$ cat config.mk
export PLATFORM = sky130hd
export DESIGN_NAME = memoryStage
export DESIGN_NICKNAME = d
export VERILOG_FILES = /design/src/rtl/memPkg.sv /design/src/rtl/memoryStage.sv
export VERILOG_INCLUDE_DIRS = /design/src /design/src/rtl
export SDC_FILE = /design/constraint.sdc
export NUM_CORES = 1
export LEC_CHECK = 0
export BUFFER_PORTS_ARGS = -buffer_cell sky130_fd_sc_hd__buf_2
export CORE_AREA = 2 2 148 150
export CTS_CLUSTER_DIAMETER = 50
export DETAILED_ROUTE_END_ITERATION = 8
export DIE_AREA = 0 0 150 152
export GPL_ROUTABILITY_DRIVEN = 0
export MAX_ROUTING_LAYER = met4
export PLACE_DENSITY = 0.63
export SLEW_MARGIN = 20
export SYNTH_ARGS = -nofsm -noshare
export SYNTH_HDL_FRONTEND = slang
export SYNTH_SLANG_ARGS = --single-unit
$ cat constraint.sdc
create_clock -name clk -period 2.6 [get_ports clk]
set_input_delay 0.52 -clock clk [delete_from_list [all_inputs] [get_ports clk]]
set_output_delay 0.52 -clock clk [all_outputs]
set_load 0.01 [all_outputs]
$ cat src/rtl/memStage_consts.svh
`ifndef MEM_STAGE_CONSTS_SVH
`define MEM_STAGE_CONSTS_SVH

// Data and address width
`define XLEN 32

// Register index width
`define REG_IDX_W 5

// Data memory depth in 32-bit words
// 256 words, indexed by address bits 9 to 2
`define DMEM_WORDS 256

`endif
$ cat src/rtl/memPkg.sv
`default_nettype none

// Shared encodings for the memory-access slice
package memPkg;

    // Access width of a load or store
    // Bits 1:0 give the size (00 word, 01 byte, 10 halfword)
    // Bit 2 set means zero extension on loads
    // Stores look at the size only
    typedef enum logic [2:0] {
        widthWord  = 3'b000,
        widthByteS = 3'b001,
        widthHalfS = 3'b010,
        widthByteU = 3'b101,
        widthHalfU = 3'b110
    } widthSrcT;

    // Value written back to the register file
    // Codes 0 to 3 double as the forwarding mux select
    typedef enum logic [2:0] {
        resAlu      = 3'b000,
        resPcTarget = 3'b001,
        resPcPlus4  = 3'b010,
        resImm      = 3'b011,
        resMem      = 3'b100
    } resultSrcT;

endpackage

`default_nettype wire

$ cat src/rtl/memoryStage.sv
`default_nettype none
`timescale 1ns/1ps
`include "memStage_consts.svh"

module memoryStage (
    input  logic                  clk,
    input  logic                  rstN,
    input  logic                  stallM,
    // Execute-stage data
    input  logic [`XLEN-1:0]      aluResultE,
    input  logic [`XLEN-1:0]      writeDataE,
    input  logic [`XLEN-1:0]      pcTargetE,
    input  logic [`XLEN-1:0]      pcPlus4E,
    input  logic [`XLEN-1:0]      immExtE,
    input  logic [`REG_IDX_W-1:0] rdE,
    // Execute-stage control
    input  memPkg::widthSrcT      widthSrcE,
    input  memPkg::resultSrcT     resultSrcE,
    input  logic                  memWriteE,
    input  logic                  regWriteE,
    // Memory-stage data
    output logic [`XLEN-1:0]      aluResultM,
    output logic [`XLEN-1:0]      writeDataM,
    output logic [`XLEN-1:0]      pcTargetM,
    output logic [`XLEN-1:0]      pcPlus4M,
    output logic [`XLEN-1:0]      immExtM,
    output logic [`XLEN-1:0]      forwardDataM,
    output logic [`REG_IDX_W-1:0] rdM,
    // Memory-stage control
    output memPkg::widthSrcT      widthSrcM,
    output memPkg::resultSrcT     resultSrcM,
    output logic                  memWriteM,
    output logic                  regWriteM
);
    import memPkg::*;

    // M pipeline register, frozen while stallM is high
    always_ff @(posedge clk or negedge rstN) begin
        if (!rstN) begin
            aluResultM <= '0;
            writeDataM <= '0;
            pcTargetM  <= '0;
            pcPlus4M   <= '0;
            immExtM    <= '0;
            rdM        <= '0;
            widthSrcM  <= widthWord;
            resultSrcM <= resAlu;
            // No store or register write out of reset
            memWriteM  <= 1'b0;
            regWriteM  <= 1'b0;
        end else if (!stallM) begin
            aluResultM <= aluResultE;
            writeDataM <= writeDataE;
            pcTargetM  <= pcTargetE;
            pcPlus4M   <= pcPlus4E;
            immExtM    <= immExtE;
            rdM        <= rdE;
            widthSrcM  <= widthSrcE;
            resultSrcM <= resultSrcE;
            memWriteM  <= memWriteE;
            regWriteM  <= regWriteE;
        end
    end

    // Forwarding value for the hazard path
    // resMem aliases to the ALU result, load-use is stalled upstream
    always_comb begin
        case (resultSrcM[1:0])
            2'b00:   forwardDataM = aluResultM;
            2'b01:   forwardDataM = pcTargetM;
            2'b10:   forwardDataM = pcPlus4M;
            default: forwardDataM = immExtM;
        endcase
    end

    // A store never also writes back load data
    storeNotLoad: assert property (@(posedge clk) disable iff (!rstN)
        !(memWriteM && resultSrcM == resMem));

    // Loads and stores sit on their natural boundary
    accessAligned: assert property (@(posedge clk) disable iff (!rstN)
        (memWriteM || resultSrcM == resMem) |->
            ((widthSrcM[1:0] == 2'b00) ? (aluResultM[1:0] == 2'b00) :
             (widthSrcM[1:0] == 2'b10) ? !aluResultM[0] : 1'b1));

endmodule

`default_nettype wire

Word level (Yosys, flattened, before mapping)
Index checks and enable logic that the tools add are counted. W data, S select, Z words.

Logic and storage cells: 14. Register bits: 173.

Multiplexer cells: 1. Reductions and logical operators: 1. Equality and inequality tests: 2.

Operators by type and width (count): $pmux W32 S3 (1); $eq A2 B1 Y1 const B (1); $eq A2 B2 Y1 const B (1); $logic_not A2 Y1 (1).

Longest topological paths before layout
Word-level depth: 2. Mapped depth: 3. Depth with buffers taken out: 1.

Worst setup path before layout
OpenSTA, ideal clock, no wires.

Kind: reg2out. Start point: reg resultSrcM[0]. End point: out forwardDataM[10]. Slack: 861 ps. Data required time: 2080 ps. Stages on the path, launching flop included: 4. Path buffers: 2. Arrival: 1219 ps. Cell sequence: dfrtp_1 buf_6 buf_12 mux4_2.

Word-level cells in the longest chain between the ends: 2.

RTL lines: start: declaration (RTL line memoryStage.sv:31) `output memPkg::resultSrcT resultSrcM,`; start signal: assignment (RTL line memoryStage.sv:47) `resultSrcM <= resAlu;`; start signal: assignment (RTL line memoryStage.sv:59) `resultSrcM <= resultSrcE;`; $eq A2 B2 Y1 (tied with other cells) (RTL line memoryStage.sv:68) `case (resultSrcM[1:0])`; $pmux W32 S3 * (RTL line memoryStage.sv:68); end: declaration (RTL line memoryStage.sv:27) `` output logic [`XLEN-1:0] forwardDataM, ``.

Mark *: on every way between the ends. The rest lies on a longest branch, timed or not.

Worst setup path in the final report
Start point: reg resultSrcM[1]. End point: out forwardDataM[0].

Same word-level chain as after synthesis.

==> flow_metrics.py <==
metrics = {
    "run_status": {
        "status": "complete, no violations",
    },
    "route": {
        "via_count": 5033,
        "ant_nets": 0,
        "wl_per_cell_um": 17.4,
        "routed_wl_um": 18800,
        "vias_per_cell": 4.64,
        "firstDrtPassIters": 4,
        "drtIter0Drc": 169,
        "drc_errors": 0,
    },
    "grt": {
        "grt_usage": 0.166,
        "antenna_found_initial": 1,
        "grt_pass1_vias": 5250,
        "overflow": 0,
        "grt_pass1_wl_um": 28400,
        "grt_start_max_net_pins": 59,
    },
    "setup_path": {
        "required_ns": 2.08,
        "worstSetupPathType": "reg2out",
        "crit_path_top_delay_cell": "dfrtp_2",
        "path_buf_inv": 2,
        "cp_data_arrival_time_ns": 1.80,
        "worstSetupStartpointType": "flip-flop",
        "slowest_delay_ns": 0.64,
        "cp_cell_sequence": "buf_12 > mux4_1 > buf_2",
        "critPathCaptureType": "output port",
        "cpLargestDelayFamily": "flip-flops",
        "crit_fanout": 22,
    },
    "power_and_ir_drop": {
        "power_density_nw_per_um2": 708,
        "ir_worst_vdd_mv": 0.499,
        "p_leak_nw": 4.80,
    },
    "timing": {
        "grt_setup_unrepaired": "false",
        "drv_slew": 0,
        "fin_worst_skew_ns": 0,
        "slew-limit-headroom": 0.707,
        "period_share": 0.893,
        "max_freq_mhz": 431,
        "min_period_ns": 2.32,
        "setup_ws_ns": 0.279,
        "hold_viol": 0,
        "setup_tns_ns": 0,
        "worstMarginPinSlew_ns": 0.439,
        "setup_viol": 0,
    },
    "floorplanning": {
        "dieArea_sq_um": 22800,
        "die_w_um": 150,
        "core_area_sq_um": 21400,
        "dieHeight_um": 152,
        "io_pins": 381,
        "rows": 54,
        "initial_core_util": 0.338,
    },
    "clock_network": {
        "post-cts-setup-buffers": 0,
        "htree_levels": 4,
        "holdBufCountCts": 0,
        "cts_buffer_depth": 2,
        "cts_resized": 0,
        "cts_tree": "built",
        "cts-root-buf": "clkbuf_16",
        "cts_buffers": 17,
        "clk_pin_slew_worst_paths_ns": 0.07,
        "clkLatencyLatePin_ns": 0.41,
        "cts_num_sinks": 173,
    },
    "final_layout": {
        "drive_gt1_frac": 0.781,
        "stdcell_area_sq_um": 10000,
        "area_growth_pct": 39.3,
        "nets": 966,
        "fin_cells": 1084,
    },
    "logic_synthesis": {
        "synth_cell_types": 9,
        "yosysSeqAreaShare": 0.600,
        "synth.area.top_cells": "dfrtp_1, mux2_2, mux4_2",
        "synth-edff-count": 0,
        "synth_common_cells": "dfrtp_1, mux2_2, mux4_2",
        "ys_seq_elements": 173,
        "synth_area_per_cell_sq_um": 17.8,
        "ys.flop_type": "dfrtp_1",
        "ys_warn_count": 0,
        "synthArstFlopShare": 1.00,
        "synth_cells": 405,
        "syn_nets": 581,
        "synth_top_area_share": 0.600,
        "synth_area_leader_cell": "dfrtp_1",
        "syn-cell-area_sq_um": 7210,
    },
    "placed_design": {
        "place_inst": 1051,
        "hpwlAfterDp_um": 14100,
        "dp_slack_ns": 0.699,
        "io_buffer_count": 380,
        "postPlaceCellArea_sq_um": 9450,
    },
    "run": {
        "maxCapViolCount": 0,
    },
    "worst_hold_path": {
        "hp-class": "in2async",
    },
}
worst register-to-register path, cell delays in order, from the launching register on:
cell     delay (ns)
dfrtp_2        0.57
buf_12         0.25
mux2_2         0.28
final cells by class:
class	count	area, sq um
Fill cell	1944	11300
Sequential cell	173	4330
Multi-Input combinational cell	205	2680
Timing Repair Buffer	393	2090
Clock buffer	20	447
Tap cell	280	350
Clock inverter	12	151
Antenna cell	1	2.50
state kept, by name, indices dropped and copies added (netlist names):
name / count
aluResultM: 32
immExtM: 32
pcPlus4M: 32
pcTargetM: 32
writeDataM: 32
rdM: 5
resultSrcM: 3
widthSrcM: 3
memWriteM: 1
regWriteM: 1
where the power goes:
group / leakage [nW] / total (mW) / switching, mW / internal, mW
Sequential: 2.02 / 3.17 / 0.210 / 2.96
Clock: 0.290 / 2.58 / 1.11 / 1.47
Combinational: 2.49 / 1.36 / 0.606 / 0.752
Total: 4.80 / 7.11 / 1.93 / 5.19
worst paths after layout:
check	endpoint	startpoint	cells after the start	slack, ns
max	forwardDataM[0]	resultSrcM[1]	3	0.28
min	pcTargetM[31]	rstN	1	0.02
max reg2reg	resultSrcM[1]	resultSrcM[1]	2	1.39
min reg2reg	writeDataM[23]	writeDataM[23]	1	0.50
max in group asynchronous	immExtM[1]	rstN	2	1.90
min in group clk	widthSrcM[1]	widthSrcE[1]	2	0.33
kinds of logic after synthesis:
family / Yosys count / share of synthesized area
buffers and inverters: 27 / 0.0281
flip-flops: 173 / 0.600
multiplexers: 205 / 0.372
metal layers:
metal	global-route usage	share of wire	up-vias
met2	0.280	0.51	227
met1	0.197	0.40	2520
li1	-	-	2263
met5	-	0	-
met3	0.0387	0.068	23
met4	0.0517	0.019	0
layout by cell type (no fill, tap or decap):
| master | netlist | routed |
|---|---|---|
| buf_12 | 3 | 6 |
| buf_2 | 15 | 378 |
| buf_4 | 7 | 7 |
| buf_6 | 1 | 2 |
| bufinv_16 | 0 | 2 |
| clkbuf_1 | 1 | 2 |
| clkbuf_16 | 0 | 17 |
| clkbuf_8 | 0 | 1 |
| clkinv_4 | 0 | 4 |
| clkinvlp_4 | 0 | 1 |
| dfrtp_1 | 173 | 171 |
| dfrtp_2 | 0 | 2 |
| diode_2 | 0 | 1 |
| inv_6 | 0 | 3 |
| inv_8 | 0 | 2 |
| mux2_2 | 173 | 173 |
| mux4_1 | 3 | 3 |
| mux4_2 | 29 | 29 |
stage by stage:
stage | power [mW] | hold slack [ns] | util
after floorplan | 3.92 | 0.224 | -
after global placement | 4.58 | 0.481 | 0.443
after detailed placement | 4.61 | 0.486 | 0.443
after CTS | 7.22 | 0.0250 | 0.471
after global routing | 7.46 | 0.0411 | 0.471
final | 7.11 | 0.0238 | 0.471
Note: power is estimated with default switching activity, not from simulation.
