--- src/rtl/memStage_consts.svh ---
`ifndef MEM_STAGE_CONSTS_SVH
`define MEM_STAGE_CONSTS_SVH

// Data and address width
`define XLEN 32

// Register index width
`define REG_IDX_W 5

// Data memory depth in 32-bit words
// 256 words, indexed by address bits 9 to 2
`define DMEM_WORDS 256

`endif
--- src/rtl/memPkg.sv ---
`default_nettype none

// Shared encodings for the memory-access slice
package memPkg;

    // Access width of a load or store
    // Bits 1:0 give the size (00 word, 01 byte, 10 halfword)
    // Bit 2 set means zero extension on loads
    // Stores look at the size only
    typedef enum logic [2:0] {
        widthWord  = 3'b000,
        widthByteS = 3'b001,
        widthHalfS = 3'b010,
        widthByteU = 3'b101,
        widthHalfU = 3'b110
    } widthSrcT;

    // Value written back to the register file
    // Codes 0 to 3 double as the forwarding mux select
    typedef enum logic [2:0] {
        resAlu      = 3'b000,
        resPcTarget = 3'b001,
        resPcPlus4  = 3'b010,
        resImm      = 3'b011,
        resMem      = 3'b100
    } resultSrcT;

endpackage

`default_nettype wire

--- src/rtl/storeAlign.sv ---
`default_nettype none
`timescale 1ns/1ps
`include "memStage_consts.svh"

module storeAlign (
    input  memPkg::widthSrcT  widthSrc,
    input  logic [1:0]        addrLow,
    input  logic [`XLEN-1:0]  storeData,
    output logic [3:0]        byteEn,
    output logic [`XLEN-1:0]  alignedData
);
    import memPkg::*;

    // Data is copied into every lane, the enables pick the target lane
    // A misaligned offset shifts the enable mask out of shape,
    // which the memory checks on the write strobe
    always_comb begin
        case (widthSrc)
            widthByteS, widthByteU: begin
                alignedData = {4{storeData[7:0]}};
                byteEn      = 4'b0001 << addrLow;
            end
            widthHalfS, widthHalfU: begin
                // Halfword lands in lanes 1:0 or 3:2
                alignedData = {2{storeData[15:0]}};
                byteEn      = 4'b0011 << addrLow;
            end
            default: begin
                // Full word, all lanes when aligned
                alignedData = storeData;
                byteEn      = 4'b1111 << addrLow;
            end
        endcase
    end

endmodule

`default_nettype wire

--- config.mk ---
export PLATFORM = sky130hd
export DESIGN_NAME = storeAlign
export DESIGN_NICKNAME = d
export VERILOG_FILES = /design/src/rtl/memPkg.sv /design/src/rtl/storeAlign.sv
export VERILOG_INCLUDE_DIRS = /design/src /design/src/rtl
export SDC_FILE = /design/constraint.sdc
export NUM_CORES = 1
export LEC_CHECK = 0
export BUFFER_PORTS_ARGS = -buffer_cell sky130_fd_sc_hd__buf_2
export CORE_MARGIN = 2
export CORE_UTILIZATION = 33
export DETAILED_ROUTE_END_ITERATION = 7
export GPL_TIMING_DRIVEN = 0
export PLACE_DENSITY = 0.92
export SYNTH_ARGS = -nofsm -noshare
export SYNTH_HDL_FRONTEND = slang
export SYNTH_SLANG_ARGS = --single-unit
--- constraint.sdc ---
create_clock -name vclk -period 1.71
set_input_delay 0.342 -clock vclk [all_inputs]
set_output_delay 0.342 -clock vclk [all_outputs]
set_load 0.02 [all_outputs]
-- Word-level counts from Yosys, hierarchy flattened
Cells that the tools add are included.
- eq/ne operators: 4
- muxes and demuxes: 2
- shifts and indexed selects: 3
- reduce and logical (&&, ||, !) cells: 2
- operators by type and width (kind ; number):
    $pmux 32 s2 ; 1
    $pmux 4 s2 ; 1
    $eq 3x3->1 const B ; 2
    $reduce_or 2->1 ; 2
    $shl 1x2->4 const A ; 1
    $shl 2x2->4 const A ; 1
    $shl 4x2->4 const A ; 1
    $eq 3x1->1 const B ; 1
    $eq 3x2->1 const B ; 1
- flip-flop bits (word level): 0
- output and inout bits: 36

-- Logic depth before layout (Yosys ltp)
Gate-level depths: netlist of the first run.
- depth in word-level cells: 3
- mapped depth: 6
- gate-level depth less buffers: 4

-- Worst setup path after synthesis of the first run
Ideal clock, no wire load.
- path kind: input-to-output
- from: in widthSrc[0]
- to: out alignedData[17]
- cell stages on the path: 5
- arrival: 1.496 ns
- setup slack: -0.128 ns
- required time: 1.368 ns
- path through: inv_1 -> ha_1 -> buf_2 -> clkbuf_1 -> o21ai_0
- longest elaborated chain between the ends: 3
- elaborated cells on any way between the ends: 7
- those cells by class: eq/ne: 4; mux: 1; reduce/logical: 2
- ends and longest elaborated chain (element ; line ; text):
    start, declared ; storeAlign.sv:6 ; input memPkg::widthSrcT widthSrc,
    $eq 3x2->1 (tied with other cells) ; storeAlign.sv:18 ; case (widthSrc)
    $reduce_or 2->1 ; storeAlign.sv:18 ;
    $pmux 32 s2 (*) ; storeAlign.sv:18 ;
    end, declared ; storeAlign.sv:10 ; output logic [`XLEN-1:0] alignedData
Mark *: on every way between the ends. The rest lies on a longest branch, timed or not.

-- Final worst setup path of the first run
- from: in widthSrc[0]
- to: out alignedData[11]
The elaborated chain is that of the path after synthesis.

==> flow_summary.toml, run 1 <==
[synthesis]
ys_types = 18
avgSynthCellArea_um2 = 5.91
yosys_warnings = 0
synth_top_area_share_pct = 19.8
synth_cells = 90
netlist_top_cells_area = "o21ai_0, a22o_1, nand2_1"
ys_seq_area_share_pct = 0
synth.cell_area_um2 = 532
synth_fp_nets = 130
synth_top_area_cell = "o21ai_0"

[outcome]
status = "complete, but fails checks"
violations = "negative setup slack"

[sta]
drv_slew = 0
setup_violations = 8
finalHoldViolCount = 0
fin_crit_sh_pct = 103
worst_slew_pin_slew_ps = 198
max-slew-margin-rel_pct = 86.8
fmax_mhz = 569
grt_setup_unrepaired = "true"
finalSetupTns_ps = -265
fin_crit_ps = 1760
holdWs_ps = 974
timing.final.ws_setup_ps = -46.0

[power]
swShare_pct = 55.4
power.share.clock_pct = 0
seqPwrFrac_pct = 0
fin_total_pwr_w = 0.000440
p_leak_nw = 0.585
ir_drop_mv = 0.259
p_per_area_mw_per_mm2 = 420
p_int_w = 0.000196
power.share.combinational_pct = 100.0
p_switching_w = 0.000243

[die]
core.rowCount = 14
die-height_um = 44.1
start_util_pct = 35.3
fp.coreArea_mm2 = 0.00151
die_w_um = 44.1
ioPinCount = 73
design.die.area_mm2 = 0.00195

[layout]
syn_to_final_growth_pct = 96.7
diodes = 0
regArea_um2 = 0
nClkBuffers = 0
design.seq.count = 0
fillers = 133
drive_gt1_share_pct = 58.9
final_nets = 205

[place]
dp_worst_setup_slack_ps = -256
gp_congestion = 0.673
dp_hpwl_mm = 1.67
io_buffers = 72

[grt]
grt_max_degree = 11
grt_pass1_wl_mm = 3.40
antenna_found_initial = 0
grt_usage_pct = 21.8
grt_pass1_vias = 846
overflow = 0

[route]
detail-route-antenna-nets = 0
viasPerCell = 5.21
wirelength_mm = 2.24
drt_iter0_drc = 17
wl_per_cell_um = 12.5
drtPass1Iterations = 4
drc = 0
vias = 933

[worst_setup_path]
crit_type = "in -> out"
cp_max_fo = 8
start_kind = "primary input"
endpoint_kind = "primary output"
arrival_ps = 1410
required_ps = 1370

[job]
cap_violations = 0

[min_path]
hp-class = "in -> out"
-- synth_stat cells --
| cell | number |
|---|---|
| buf_2 | 5 |
| nor2b_1 | 2 |
| inv_1 | 2 |
| buf_4 | 8 |
| o21ai_1 | 3 |
| ha_1 | 3 |
| a22oi_1 | 8 |
| o31a_1 | 1 |
| and2_1 | 1 |
| a21oi_1 | 1 |
| buf_6 | 2 |
| or2_1 | 1 |
| clkbuf_1 | 2 |
| a22o_1 | 8 |
| buf_1 | 1 |
| nor2_1 | 4 |
| o21ai_0 | 21 |
| nand2_1 | 17 |
-- layout by cell type (no fill, tap or decap) --
| cell type | count |
|---|---|
| buf_2 | 65 |
| o21ai_0 | 20 |
| nand2_1 | 17 |
| buf_4 | 14 |
| buf_6 | 10 |
| a22oi_1 | 8 |
| a22o_1 | 6 |
| o21ai_1 | 4 |
| nor2_1 | 4 |
| nor2b_1 | 2 |
| a22o_4 | 2 |
| ha_4 | 2 |
| or2_1 | 1 |
| clkbuf_4 | 1 |
| inv_1 | 1 |
| a21oi_1 | 1 |
| and2_1 | 1 |
| o31a_1 | 1 |
| inv_6 | 1 |
| ha_1 | 1 |
| buf_8 | 1 |
-- kinds of logic after synthesis --
family          count (synthesis)  synth area share (%)
simple gates                   25                  19.5
compound gates                 42                  49.6
buf+inv                        20                  23.8
fa+ha+maj                       3                  7.06
-- worst max-delay path, cell delays in order --
cell and delay (ps):
buf_8 110, inv_6 50, ha_4 200, or2_1 220, buf_6 140, a22o_4 220, buf_6 130
-- routing by layer --
metal | GRT usage, % | part of all wire [%]
met1 | 26.6 | 38
met2 | 43.2 | 53
met3 | 0.816 | 8.5
met4 | 1.82 | 0.36
met5 | 0 | 0
-- metrics by stage --
| step | area, um^2 | cells | utilization [%] |
|---|---|---|---|
| CTS | 1010 | 176 | 67.4 |
| detailed placement | 936 | 178 | 62.1 |
| finish | 1050 | 179 | 69.4 |
| floorplan | 556 | 90 | - |
| global route | 1050 | 179 | 69.4 |
| global placement | 936 | 178 | 62.1 |
-- power groups by stage --
stage | Combinational (W) | Clock (W) | Sequential [W]
CTS | 0.000433 | 0 | 0
detailed placement | 0.000393 | 0 | 0
global route | 0.000471 | 0 | 0
finish | 0.000440 | 0 | 0
floorplan | 0.000245 | 0 | 0
global placement | 0.000385 | 0 | 0
-- worst paths after layout --
check / startpoint / to / cells past startpoint
hold / removal: addrLow[0] / byteEn[0] / 3
setup / recovery: widthSrc[0] / alignedData[11] / 7
-- final cells by class --
class,instances,area [um^2],area share (%)
plain buffers,15,109,10.4
inverters,2,12.5,1.20
multi-input cells,70,448,42.8
well taps,16,20.0,1.91
repair buffers,76,457,43.7
-- what timing repair did --
action,CTS,global route
setup endpoints to repair,24,24
gates resized for setup,31,5
buffers inserted,1,3
hold endpoints to repair,0,0
hold buffers,0,0
pin swaps,5,5
(Power assumes the default switching activity.)
==> inputs of run 2 (changes only) <==
BUFFER_PORTS_ARGS = -buffer_cell sky130_fd_sc_hd__buf_4   (was -buffer_cell sky130_fd_sc_hd__buf_2)
==> run 2 against run 1 <==
The run still ends with negative setup slack left. Via count rose by 6.0%. Flip-flop and latch count did not move. Worst hold slack got worse by 9.0 ps. Routed wire length rose by 19%. Final cell count rose by 1.1%. Worst setup slack got worse by 17 ps. Count of clock-buffer cells in the layout did not move. Maximum frequency fell by 0.98%. Non-clock buffer count rose by 2. Die area did not move. Critical path depth did not move. Largest cell class unchanged. Largest power group unchanged.
==> flow_summary.toml, run 2 (same netlist as run 1, synthesis figures left out) <==
[layout]
layout_commonest_cell = "buf_4"
fillers = 107
fin_area_mm2 = 0.00125
drive_gt1_share_pct = 60.6
nClkBuffers = 0
final_nets = 207
regArea_um2 = 0
fin_util_pct = 83.0
diodes = 0
multi_input_area_um2 = 455
design.seq.count = 0
layout_common_cells = "buf_4, nand2_1, o21ai_0, o21ai_1, buf_6"
syn_to_final_growth_pct = 135

[sta]
fin_crit_ps = 1770
finalSetupTns_ps = -470
finalHoldViolCount = 0
drv_slew = 0
worst_slew_pin_slew_ps = 269
timing.final.ws_setup_ps = -63.3
fmax_mhz = 564
grt_setup_unrepaired = "true"
setup_violations = 9
max-slew-margin-rel_pct = 82.0
fin_crit_sh_pct = 104

[worst_setup_path]
arrival_ps = 1430
crit_type = "in -> out"
start_kind = "primary input"
required_ps = 1370
endpoint_kind = "primary output"
cp_max_fo = 8

[place]
dp_hpwl_mm = 1.82
gp_congestion = 0.700
placed_cell_area_mm2 = 0.00112
dp_worst_setup_slack_ps = -264
io_buffers = 72

[route]
detail-route-antenna-nets = 0
drtPass1Iterations = 4
drc = 0
wl_per_cell_um = 14.7
viasPerCell = 5.46
vias = 989
wirelength_mm = 2.66
drt_iter0_drc = 44

[clock_network]
hold_buffers = 0

[outcome]
violations = "negative setup slack"
status = "complete, but fails checks"

[die]
start_util_pct = 35.3
fp.coreArea_mm2 = 0.00151
die_w_um = 44.1
core.rowCount = 14
ioPinCount = 73
design.die.area_mm2 = 0.00195
die-height_um = 44.1

[power]
p_per_area_mw_per_mm2 = 423
ir_drop_mv = 0.267
p_leak_nw = 0.653

[grt]
grt_pass1_wl_mm = 4.01
grt_max_degree = 11
overflow = 0
grt_pass1_vias = 922
antenna_found_initial = 0
grt_usage_pct = 25.9

[min_path]
hp-class = "in -> out"

[job]
cap_violations = 0
## run 2: cell count changes in the layout (fill, tap and decap cells not counted), moves of 2 or more
cell,before,now
buf_2,65,3
buf_4,14,75
o21ai_0,20,12
o21ai_1,4,12
buf_12,0,2
## run 2: timing repair
action,4_1_cts,5_1_grt
setup endpoints to repair,24,27
gates resized for setup,21,15
buffers inserted,5,1
pin swaps,7,8
## run 2: layout make-up
| class | instances | share of cell area [%] |
|---|---|---|
| inverter | 2 | 0.801 |
| timing repair buffer | 78 | 52.2 |
| buffer | 15 | 9.01 |
| tap | 16 | 1.60 |
| multi-input combinational | 70 | 36.4 |
## run 2: path summary, 6_finish.rpt
| check | from | to | slack [ps] | depth (start not counted) |
|---|---|---|---|---|
| setup / recovery | widthSrc[0] | alignedData[8] | -60 | 7 |
| hold / removal | addrLow[0] | byteEn[0] | 960 | 3 |
## run 2: metrics by stage
step | instances | hold slack [ps] | power, W
global route | 181 | 972 | 0.000558
global placement | 178 | 957 | 0.000457
finish | 181 | 965 | 0.000529
detailed placement | 178 | 960 | 0.000465
floorplan | 90 | 759 | 0.000245
CTS | 180 | 959 | 0.000510
## run 2: power breakdown
group / switching (W) / internal [W] / total, W
combinational: 0.000263 / 0.000266 / 0.000529
clock: 0 / 0 / 0
sequential: 0 / 0 / 0
total: 0.000263 / 0.000266 / 0.000529
## run 2: per-layer routing
metal	share of wire, %	track usage, %
met1	34	29.0
met2	54	48.8
met3	11	5.31
met4	0.94	7.27
met5	0	0
## run 2: critical path, cell delays in order
cell and delay, ps:
buf_8 100, inv_4 50, ha_4 210, buf_12 130, nor2b_4 250, a22o_1 220
buf_6 120
