## config.mk

```make
export PLATFORM = sky130hd
export DESIGN_NAME = writebackStage
export DESIGN_NICKNAME = d
export VERILOG_FILES = /design/src/rtl/memPkg.sv /design/src/rtl/writebackStage.sv
export VERILOG_INCLUDE_DIRS = /design/src /design/src/rtl
export SDC_FILE = /design/constraint.sdc
export NUM_CORES = 1
export LEC_CHECK = 0
export BUFFER_PORTS_ARGS = -buffer_cell sky130_fd_sc_hd__buf_2
export CORE_ASPECT_RATIO = 0.75
export CORE_UTILIZATION = 40
export DETAILED_ROUTE_END_ITERATION = 7
export SLEW_MARGIN = 30
export SYNTH_ARGS = -nofsm -noshare
export SYNTH_HDL_FRONTEND = slang
export SYNTH_SLANG_ARGS = --single-unit
```

## constraint.sdc

```tcl
create_clock -name clk -period 1.6 [get_ports clk]
set_clock_uncertainty 0.05 [all_clocks]
set_input_delay 0.08 -clock clk [delete_from_list [all_inputs] [get_ports clk]]
set_output_delay 0.08 -clock clk [all_outputs]
set_load 0.03 [all_outputs]
```

## src/rtl/memStage_consts.svh

```systemverilog
`ifndef MEM_STAGE_CONSTS_SVH
`define MEM_STAGE_CONSTS_SVH

// Data and address width
`define XLEN 32

// Register index width
`define REG_IDX_W 5

// Data memory depth in 32-bit words
// 256 words, indexed by address bits 9 to 2
`define DMEM_WORDS 256

`endif
```

## src/rtl/memPkg.sv

```systemverilog
`default_nettype none

// Shared encodings for the memory-access slice
package memPkg;

    // Access width of a load or store
    // Bits 1:0 give the size (00 word, 01 byte, 10 halfword)
    // Bit 2 set means zero extension on loads
    // Stores look at the size only
    typedef enum logic [2:0] {
        widthWord  = 3'b000,
        widthByteS = 3'b001,
        widthHalfS = 3'b010,
        widthByteU = 3'b101,
        widthHalfU = 3'b110
    } widthSrcT;

    // Value written back to the register file
    // Codes 0 to 3 double as the forwarding mux select
    typedef enum logic [2:0] {
        resAlu      = 3'b000,
        resPcTarget = 3'b001,
        resPcPlus4  = 3'b010,
        resImm      = 3'b011,
        resMem      = 3'b100
    } resultSrcT;

endpackage

`default_nettype wire

```

## src/rtl/writebackStage.sv

```systemverilog
`default_nettype none
`timescale 1ns/1ps
`include "memStage_consts.svh"

module writebackStage (
    input  logic                  clk,
    input  logic                  rstN,
    input  logic                  stallM,
    // Memory-stage fields
    input  logic [`XLEN-1:0]      reducedDataM,
    input  logic [`XLEN-1:0]      aluResultM,
    input  logic [`XLEN-1:0]      pcTargetM,
    input  logic [`XLEN-1:0]      pcPlus4M,
    input  logic [`XLEN-1:0]      immExtM,
    input  logic [`REG_IDX_W-1:0] rdM,
    input  memPkg::resultSrcT     resultSrcM,
    input  logic                  regWriteM,
    // Writeback outputs
    output logic [`XLEN-1:0]      resultW,
    output logic [`REG_IDX_W-1:0] rdW,
    output logic                  regWriteW
);
    import memPkg::*;

    logic [`XLEN-1:0] reducedDataW;
    logic [`XLEN-1:0] aluResultW;
    logic [`XLEN-1:0] pcTargetW;
    logic [`XLEN-1:0] pcPlus4W;
    logic [`XLEN-1:0] immExtW;
    resultSrcT        resultSrcW;

    // W register, same hold as the M register
    // Outputs stay stable for the hazard logic during a stall
    always_ff @(posedge clk or negedge rstN) begin
        if (!rstN) begin
            reducedDataW <= '0;
            aluResultW   <= '0;
            pcTargetW    <= '0;
            pcPlus4W     <= '0;
            immExtW      <= '0;
            rdW          <= '0;
            resultSrcW   <= resAlu;
            regWriteW    <= 1'b0;
        end else if (!stallM) begin
            reducedDataW <= reducedDataM;
            aluResultW   <= aluResultM;
            pcTargetW    <= pcTargetM;
            pcPlus4W     <= pcPlus4M;
            immExtW      <= immExtM;
            rdW          <= rdM;
            resultSrcW   <= resultSrcM;
            regWriteW    <= regWriteM;
        end
    end

    // Final result, matches forwarding except for loads
    always_comb begin
        case (resultSrcW)
            resPcTarget: resultW = pcTargetW;
            resPcPlus4:  resultW = pcPlus4W;
            resImm:      resultW = immExtW;
            resMem:      resultW = reducedDataW;
            default:     resultW = aluResultW;
        endcase
    end

endmodule

`default_nettype wire

```

After elaboration in Yosys (flattened, before gate mapping) --
Cells that the tools add are included.
Storage, ports and cells: register bits 169, bits of input ports 172, output and inout bits 38, word-level logic and storage cells 13
Cells by class: eq/ne operators 4, mux-type cells 1
Operator list (number):
- 32-bit one-hot mux with 4 select lines | 1
- 3-bit by 2-bit == test with 1-bit output, second input constant | 2
- 3-bit by 1-bit == test with 1-bit output, second input constant | 1
- 3-bit == test, second input constant | 1

Longest topological paths before layout --
Gate-level depths: netlist of run 1.
word-level depth 2, gate-level depth with buffers 5

Worst setup path before layout of run 1 --
OpenSTA, ideal clock, no wires.
path type reg-to-output, from register resultSrcW[0], to output port resultW[0], data arrival time 1.408 ns, required time 1.470 ns, slack 0.062 ns, stages on the path, launching flop included 6, cells stage by stage dfrtp_1 -> and2_1 -> buf_6 -> buf_6 -> a221o_1 -> o22a_1
On the way: cells in the longest elaborated chain, start to end 2
RTL lines:
- start: declaration | RTL line writebackStage.sv:30 | resultSrcT resultSrcW;
- start signal: assignment | RTL line writebackStage.sv:42 | resultSrcW <= resAlu;
- start signal: assignment | RTL line writebackStage.sv:51 | resultSrcW <= resultSrcM;
- 3-bit == test (tied with other cells) | RTL line writebackStage.sv:58 | case (resultSrcW)
- 32-bit one-hot mux with 4 select lines (*) | RTL line writebackStage.sv:58
- end: declaration | RTL line writebackStage.sv:19 | output logic [`XLEN-1:0] resultW,
Every way passes the cells marked *; elsewhere a longest branch is shown, timed or not.

Final worst setup path of run 1 --
from register resultSrcW[1], to output port resultW[7]
Same word-level chain as after synthesis.

==> results of run 1 <==
==> power by group through the flow <==
stage | clock (mW) | combinational, mW | sequential, mW
floorplan | 0 | 1.71 | 4.96
global placement | 0 | 2.56 | 4.98
detailed placement | 0 | 2.61 | 5.00
CTS | 4.55 | 3.23 | 4.93
global route | 4.73 | 3.48 | 4.98
finish | 4.46 | 3.25 | 4.93
==> cell usage in the layout (no fill, tap or decap) <==
| cell type | n |
|---|---|
| buf_4 | 28 |
| bufinv_16 | 5 |
| buf_6 | 33 |
| or2b_1 | 6 |
| a221o_1 | 32 |
| dfrtp_2 | 3 |
| nor2_4 | 3 |
| nand3b_1 | 64 |
| a21oi_2 | 2 |
| o22a_1 | 32 |
| buf_2 | 181 |
| clkbuf_16 | 17 |
| clkinvlp_4 | 1 |
| dfrtp_1 | 166 |
| inv_8 | 1 |
| inv_6 | 1 |
| a21oi_1 | 30 |
| clkinv_2 | 2 |
| clkbuf_1 | 2 |
| buf_12 | 12 |
| dlygate4sd3_1 | 170 |
| nand2b_1 | 26 |
| and2_4 | 1 |
| clkinv_4 | 1 |
| mux2_2 | 169 |
| o21a_4 | 1 |
| nor3_1 | 1 |
==> worst paths after layout <==
| check | to | slack, ns | cells past startpoint |
|---|---|---|---|
| setup / recovery | resultW[7] | -0.47 | 5 |
| hold / removal | pcPlus4W[31] | 0.07 | 2 |
| setup reg to reg | resultSrcW[1] | 0.39 | 3 |
| hold reg to reg | pcPlus4W[31] | 0.45 | 1 |
| max in group asynchronous | pcTargetW[10] | 0.78 | 3 |
| min in group asynchronous | regWriteW | 0.09 | 2 |
==> metrics by stage <==
| step | TNS, ns | total power, mW | std cells | util, % |
|---|---|---|---|---|
| 4_1_cts | -14.53 | 12.71 | 1243 | 61.98 |
| 5_1_grt | -16.24 | 13.19 | 1243 | 62.08 |
| 6_report | -14.03 | 12.64 | 1243 | 62.08 |
| 3_3_place_gp | -10.12 | 7.535 | 1031 | 48.46 |
| 2_1_floorplan | 0 | 6.663 | 588 | - |
| 3_5_place_dp | -10.62 | 7.611 | 1031 | 48.46 |
==> kinds of logic after synthesis <==
group           after synthesis  synth area share, %
mux                         169                24.01
simple gates                100                8.950
buf+inv                      53                3.899
flops                       169                53.35
compound gates               97                9.787
==> cell type report <==
type | instances | area (um^2) | area share, %
tap | 253 | 316.6 | 2.631
timing repair buffer | 424 | 3430 | 28.51
multi-input combinational | 367 | 3422 | 28.45
sequential | 169 | 4233 | 35.18
clock inverter | 11 | 196.4 | 1.633
clock buffer | 19 | 432.9 | 3.599
==> routing by layer <==
| metal | global-route usage [%] | vias to the layer above | routed length, um |
|---|---|---|---|
| met4 | 8.200 | 0 | 477 |
| met5 | 0 | - | 0 |
| met3 | 5.361 | 33 | 1485 |
| met1 | 29.93 | 3272 | 10100 |
| met2 | 39.42 | 220 | 11250 |
| li1 | - | 2960 | - |
==> critical path, stage by stage (launching register included) <==
cell	delay (ns)
dfrtp_2	0.47
and2_4	0.18
buf_12	0.17
a221o_1	0.36
o22a_1	0.19
buf_6	0.15
==> timing repair <==
action | CTS | global route
hold buffers | 170 | 0
resized for setup | 59 | 5
pin swaps | 10 | 2
setup buffers | 11 | 0
endpoints found under the hold margin | 338 | 0
setup endpoints to repair | 32 | 32
cloned | 1 | 0
==> flip-flops by register name (all words and copies together), names as in the netlist <==
register	count
rdW	5
aluResultW	32
resultSrcW	3
regWriteW	1
pcTargetW	32
pcPlus4W	32
reducedDataW	32
immExtW	32
==> summary.txt, run 1 <==
Drt
  • Residual DRC count: 0
  • DR pass1 iterations: 4
  • DRT iter0 DRCs: 430
  • Routed wire length: 23310 um
  • Routed vias: 6485
  • WL/cell: 18.75 um
  • Vias per cell: 5.217
  • DRT antenna net count: 0

Layout
  • Design Area, Final: 12030 um^2
  • ANT cells: 0
  • Post-layout nets: 1151
  • Ratio of cells with drive above 1 in the final layout: 46.57%
  • Layout fillers: 1522
  • Synth-to-Final Area Change: 51.78%

Logic synthesis
  • Post-synth cell types: 17
  • Yosys top cell by area: dfrtp_1
  • Post-synthesis cell area: 7926 um^2
  • Mapped Nets: 760
  • Register area share after synthesis: 53.35%
  • Post-synth top cells: dfrtp_1, mux2_2, nand3b_1
  • Synth top area share: 53.35%
  • Synth top area cells: dfrtp_1, mux2_2, nand3b_1, a221o_1, o22a_1
  • Gate Count Post-Synth: 588
  • Top_reg_cell synth: dfrtp_1
  • Async SR Flop Fraction: 100.0%
  • Yosys reg bits: 169
  • Number of flops mapped to enable cells by yosys: 0
  • Number of warnings issued by yosys: 0
  • Post-synthesis area per instance: 13.48 um^2

GRT
  • Global Route Usage Sum: 23.50%
  • Largest net degree at the start of global routing: 46
  • First-pass GRT wire length: 36350 um
  • Remaining global-route overflow: 0
  • Vias in the first global route: 7025
  • Initial antenna violation count: 0

STA
  • Unrepaired setup endpoints after global routing: true
  • Final hold viol count: 0
  • Final period util: 129.2%
  • Slew HR: 73.55%
  • Worst-Margin Slew: 0.3967 ns
  • Setup WS post-layout: -0.4665 ns
  • Final Critical Period: 2.066 ns
  • Max Slew Vio Count: 0
  • Final setup vio count: 32
  • Worst hold slack: 0.06771 ns
  • Highest Clock Rate: 483.9 MHz

Clock network
  • Clk Latency, worst-skew pair: 0.42 ns
  • Reg clk slew, reported paths: 0.06 ns
  • Clk root buf: clkbuf_16
  • CTS tree: yes
  • Clk buf depth: 2
  • Total CTS buffers: 17
  • CTS sink cnt: 169
  • H-tree levels: 4

Floorplan
  • Die Wd: 164.5 um
  • Core area: 19380 um^2
  • Die Y: 123.9 um
  • Die area: 20390 um^2
  • Std-Cell Rows: 44
  • Initial core utilization: 40.90%
  • I/O Pins: 210

Power
  • Net Switching: 3.456 mW
  • P_leak: 5.255 nW
  • Power per Cell Area: 1051 nW/um^2
  • Gate power share: 25.7%
  • Clock share of power: 35.3%
  • Worst ir drop on vdd: 0.5608 mV
  • Net Sw Frac: 27.33%
  • Sequential power share: 39.0%
  • Internal Pwr Total: 9.188 mW

Placement
  • Placed Instance Area: 9390 um^2
  • Final Wtd Congestion: 0.8718
  • Detailed Place HPWL: 14480 um
  • Post-place setup slack: -0.4064 ns
  • Number of I/O port buffers: 209

Critical path
  • Crit path capture type: output pin
  • Max FO, Critical Path: 24
  • CP Class: reg2out
  • Critical path startpoint: resultSrcW[1]
  • Crit path DAT: 1.94 ns
  • Req. time, crit path: 1.47 ns
  • Startpoint types: flip-flop
  • RR Startpoint: resultSrcW[1]

Job
  • Max_cap viols: 0

Min path
  • Type of the tightest min-delay check: in2reg
  • Hold_sp: stallM

Outcome
  • Failing checks: negative setup slack
  • Status: finished, violations left
Note: power is estimated with default switching activity, not from simulation.
==> run 2: changes to the inputs <==
--- a/config.mk
+++ b/config.mk
@@ -9,6 +9,7 @@
 export BUFFER_PORTS_ARGS = -buffer_cell sky130_fd_sc_hd__buf_2
 export CORE_ASPECT_RATIO = 0.75
 export CORE_UTILIZATION = 40
+export CTS_BUF_LIST = sky130_fd_sc_hd__clkbuf_16
 export DETAILED_ROUTE_END_ITERATION = 7
 export SLEW_MARGIN = 30
 export SYNTH_ARGS = -nofsm -noshare
==> summary.txt, run 2 (same netlist as run 1, synthesis figures left out) <==
Placement
  • Inst Count DP: 1031 (unchanged)
  • Placed Instance Area: 9390 um^2 (unchanged)
  • Final Wtd Congestion: 0.8718 (unchanged)
  • Detailed Place HPWL: 14480 um (unchanged)
  • Number of I/O port buffers: 209 (unchanged)

Critical path
  • Max FO, Critical Path: 17 (-29%)
  • CP max stage delay: 0.47 ns (about the same)
  • Crit path buf inv count: 2 (unchanged)
  • CP Cell Sequence: o21a_4 -> buf_12 -> a221o_1 -> o22a_1 -> buf_6
  • Slowest stage cell, crit path: dfrtp_2
  • Crit. path cell count: 5 (unchanged)
  • Reg2Reg Depth: 3 (unchanged)
  • Crit path capture type: output pin
  • CP Class: reg2out
  • Largest delay contributor family on the critical path: compound AO/OA/AOI/OAI gates
  • R2r setup slk: 0.39 ns (about the same)
  • Startpoint types: flip-flop
  • Req. time, crit path: 1.47 ns (about the same)
  • Crit path DAT: 1.93 ns (about the same)

Layout
  • Non-Filler Instances: 1243 (unchanged)
  • Synth-to-Final Area Change: 51.78% (unchanged)
  • Final core occ: 62.08% (unchanged)
  • ANT cells: 0 (unchanged)
  • Ratio of cells with drive above 1 in the final layout: 46.57% (unchanged)
  • Commonest non-fill, non-tap cells in the layout: buf_2, dlygate4sd3_1, mux2_2
  • Most common cell after layout, fill and taps aside: buf_2
  • Layout fillers: 1522 (unchanged)
  • Post-layout nets: 1151 (unchanged)
  • Design Area, Final: 12030 um^2 (unchanged)
  • Register area: 4233 um^2 (unchanged)
  • Area occupied by multi-input gates: 3422 um^2 (unchanged)

Floorplan
  • Std-Cell Rows: 44 (unchanged)
  • Die Y: 123.9 um (unchanged)
  • Die Wd: 164.5 um (unchanged)
  • Core area: 19380 um^2 (unchanged)
  • Die area: 20390 um^2 (unchanged)
  • Initial core utilization: 40.90% (unchanged)
  • I/O Pins: 210 (unchanged)

STA
  • Highest Clock Rate: 484.3 MHz (about the same)
  • Final period util: 129.1% (about the same)
  • Max Slew Vio Count: 0 (unchanged)
  • Final Critical Period: 2.065 ns (-0.001573 ns)
  • Setup TNS: -14.00 ns (+0.03230 ns)
  • Worst-Margin Slew: 0.3930 ns (-0.003670 ns)
  • Worst hold slack: 0.06809 ns (+0.0003818 ns)
  • Setup WS post-layout: -0.4649 ns (+0.001573 ns)
  • Slew HR: 73.80% (+0.24 points)
  • Unrepaired setup endpoints after global routing: true
  • Final hold viol count: 0 (unchanged)
  • Final setup vio count: 32 (unchanged)

Outcome
  • Failing checks: negative setup slack
  • Status: finished, violations left

Drt
  • Vias per cell: 5.212 (-0.11%)
  • Routed wire length: 23270 um (-0.14%)
  • DRT iter0 DRCs: 391 (-9.1%)
  • Routed vias: 6478 (-0.11%)
  • WL/cell: 18.72 um (-0.14%)
  • Residual DRC count: 0 (unchanged)
  • DR pass1 iterations: 4 (unchanged)
  • DRT antenna net count: 0 (unchanged)

Power
  • Net Switching: 3.451 mW (-0.17%)
  • Internal Pwr Total: 9.175 mW (-0.14%)
  • P_leak: 5.263 nW (+0.16%)
  • Worst ir drop on vdd: 0.5608 mV (about the same)
  • Gate power share: 25.7% (about the same)
  • Net Sw Frac: 27.33% (about the same)
  • Sequential power share: 39.1% (about the same)
  • Power per Cell Area: 1050 nW/um^2 (-0.15%)
  • Clock share of power: 35.2% (about the same)

Clock network
  • Clk buf depth: 2 (unchanged)
  • Clk Latency, worst-skew pair: 0.42 ns (about the same)
  • CTS tree: yes
  • H-tree levels: 4 (unchanged)
  • Clk root buf: clkbuf_16
  • CTS sink cnt: 169 (unchanged)
  • Reg clk slew, reported paths: 0.06 ns (about the same)
  • Total CTS buffers: 17 (unchanged)

GRT
  • Initial antenna violation count: 0 (unchanged)
  • Global Route Usage Sum: 23.50% (unchanged)
  • Vias in the first global route: 7025 (unchanged)
  • Largest net degree at the start of global routing: 46 (unchanged)
  • Remaining global-route overflow: 0 (unchanged)
  • First-pass GRT wire length: 36350 um (unchanged)

Min path
  • Hold depth: 2 (unchanged)
  • Type of the tightest min-delay check: in2reg

Job
  • Max_cap viols: 0 (unchanged)
-- run 2: power groups by stage --
stage	clock [mW]	combinational [mW]	sequential [mW]
floorplan	0	1.71	4.96
global placement	0	2.56	4.98
detailed placement	0	2.61	5.00
CTS	4.54	3.23	4.93
global route	4.71	3.48	4.98
finish	4.44	3.25	4.93
-- run 2: per-stage QoR --
stage          total power [mW]  setup slack, ns
2_1_floorplan             6.663          0.06233
3_3_place_gp              7.535          -0.3637
3_5_place_dp              7.611          -0.4064
4_1_cts                   12.70          -0.4929
5_1_grt                   13.17          -0.5267
6_report                  12.63          -0.4649
-- run 2: final timing paths --
| check | endpoint | from |
|---|---|---|
| max | resultW[7] | resultSrcW[1] |
| min reg2reg | pcPlus4W[31] | pcPlus4W[31] |
| max in group asynchronous | pcTargetW[10] | rstN |
| min | pcPlus4W[31] | stallM |
| min in group asynchronous | regWriteW | rstN |
| max reg2reg | resultSrcW[1] | resultSrcW[1] |
-- run 2: what timing repair did --
action,4_1_cts,5_1_grt
pin swaps,10,2
gates cloned,1,0
buffers inserted,11,0
hold buffers,170,0
setup endpoints to repair,32,32
resized for setup,59,5
endpoints found under the hold margin,338,0
-- run 2: routing by layer --
| metal | part of all wire [%] | global-route usage (%) | vias up |
|---|---|---|---|
| met5 | 0 | 0 | - |
| met4 | 2.1 | 8.200 | 0 |
| met3 | 5.9 | 5.361 | 31 |
| met1 | 44 | 29.93 | 3279 |
| met2 | 48 | 39.42 | 206 |
| li1 | - | - | 2962 |
-- run 2: cell type report --
cell class / instances / share of cell area, %
Clock buffer: 17 / 3.536
Tap cell: 253 / 2.631
Sequential cell: 169 / 35.18
Clock inverter: 13 / 1.695
Multi-Input combinational cell: 367 / 28.45
Timing Repair Buffer: 424 / 28.51
-- run 2: worst register-to-register path, stage by stage (launching register included) --
cell	delay, ns
dfrtp_2	0.47
buf_6	0.17
buf_4	0.15
mux2_2	0.26
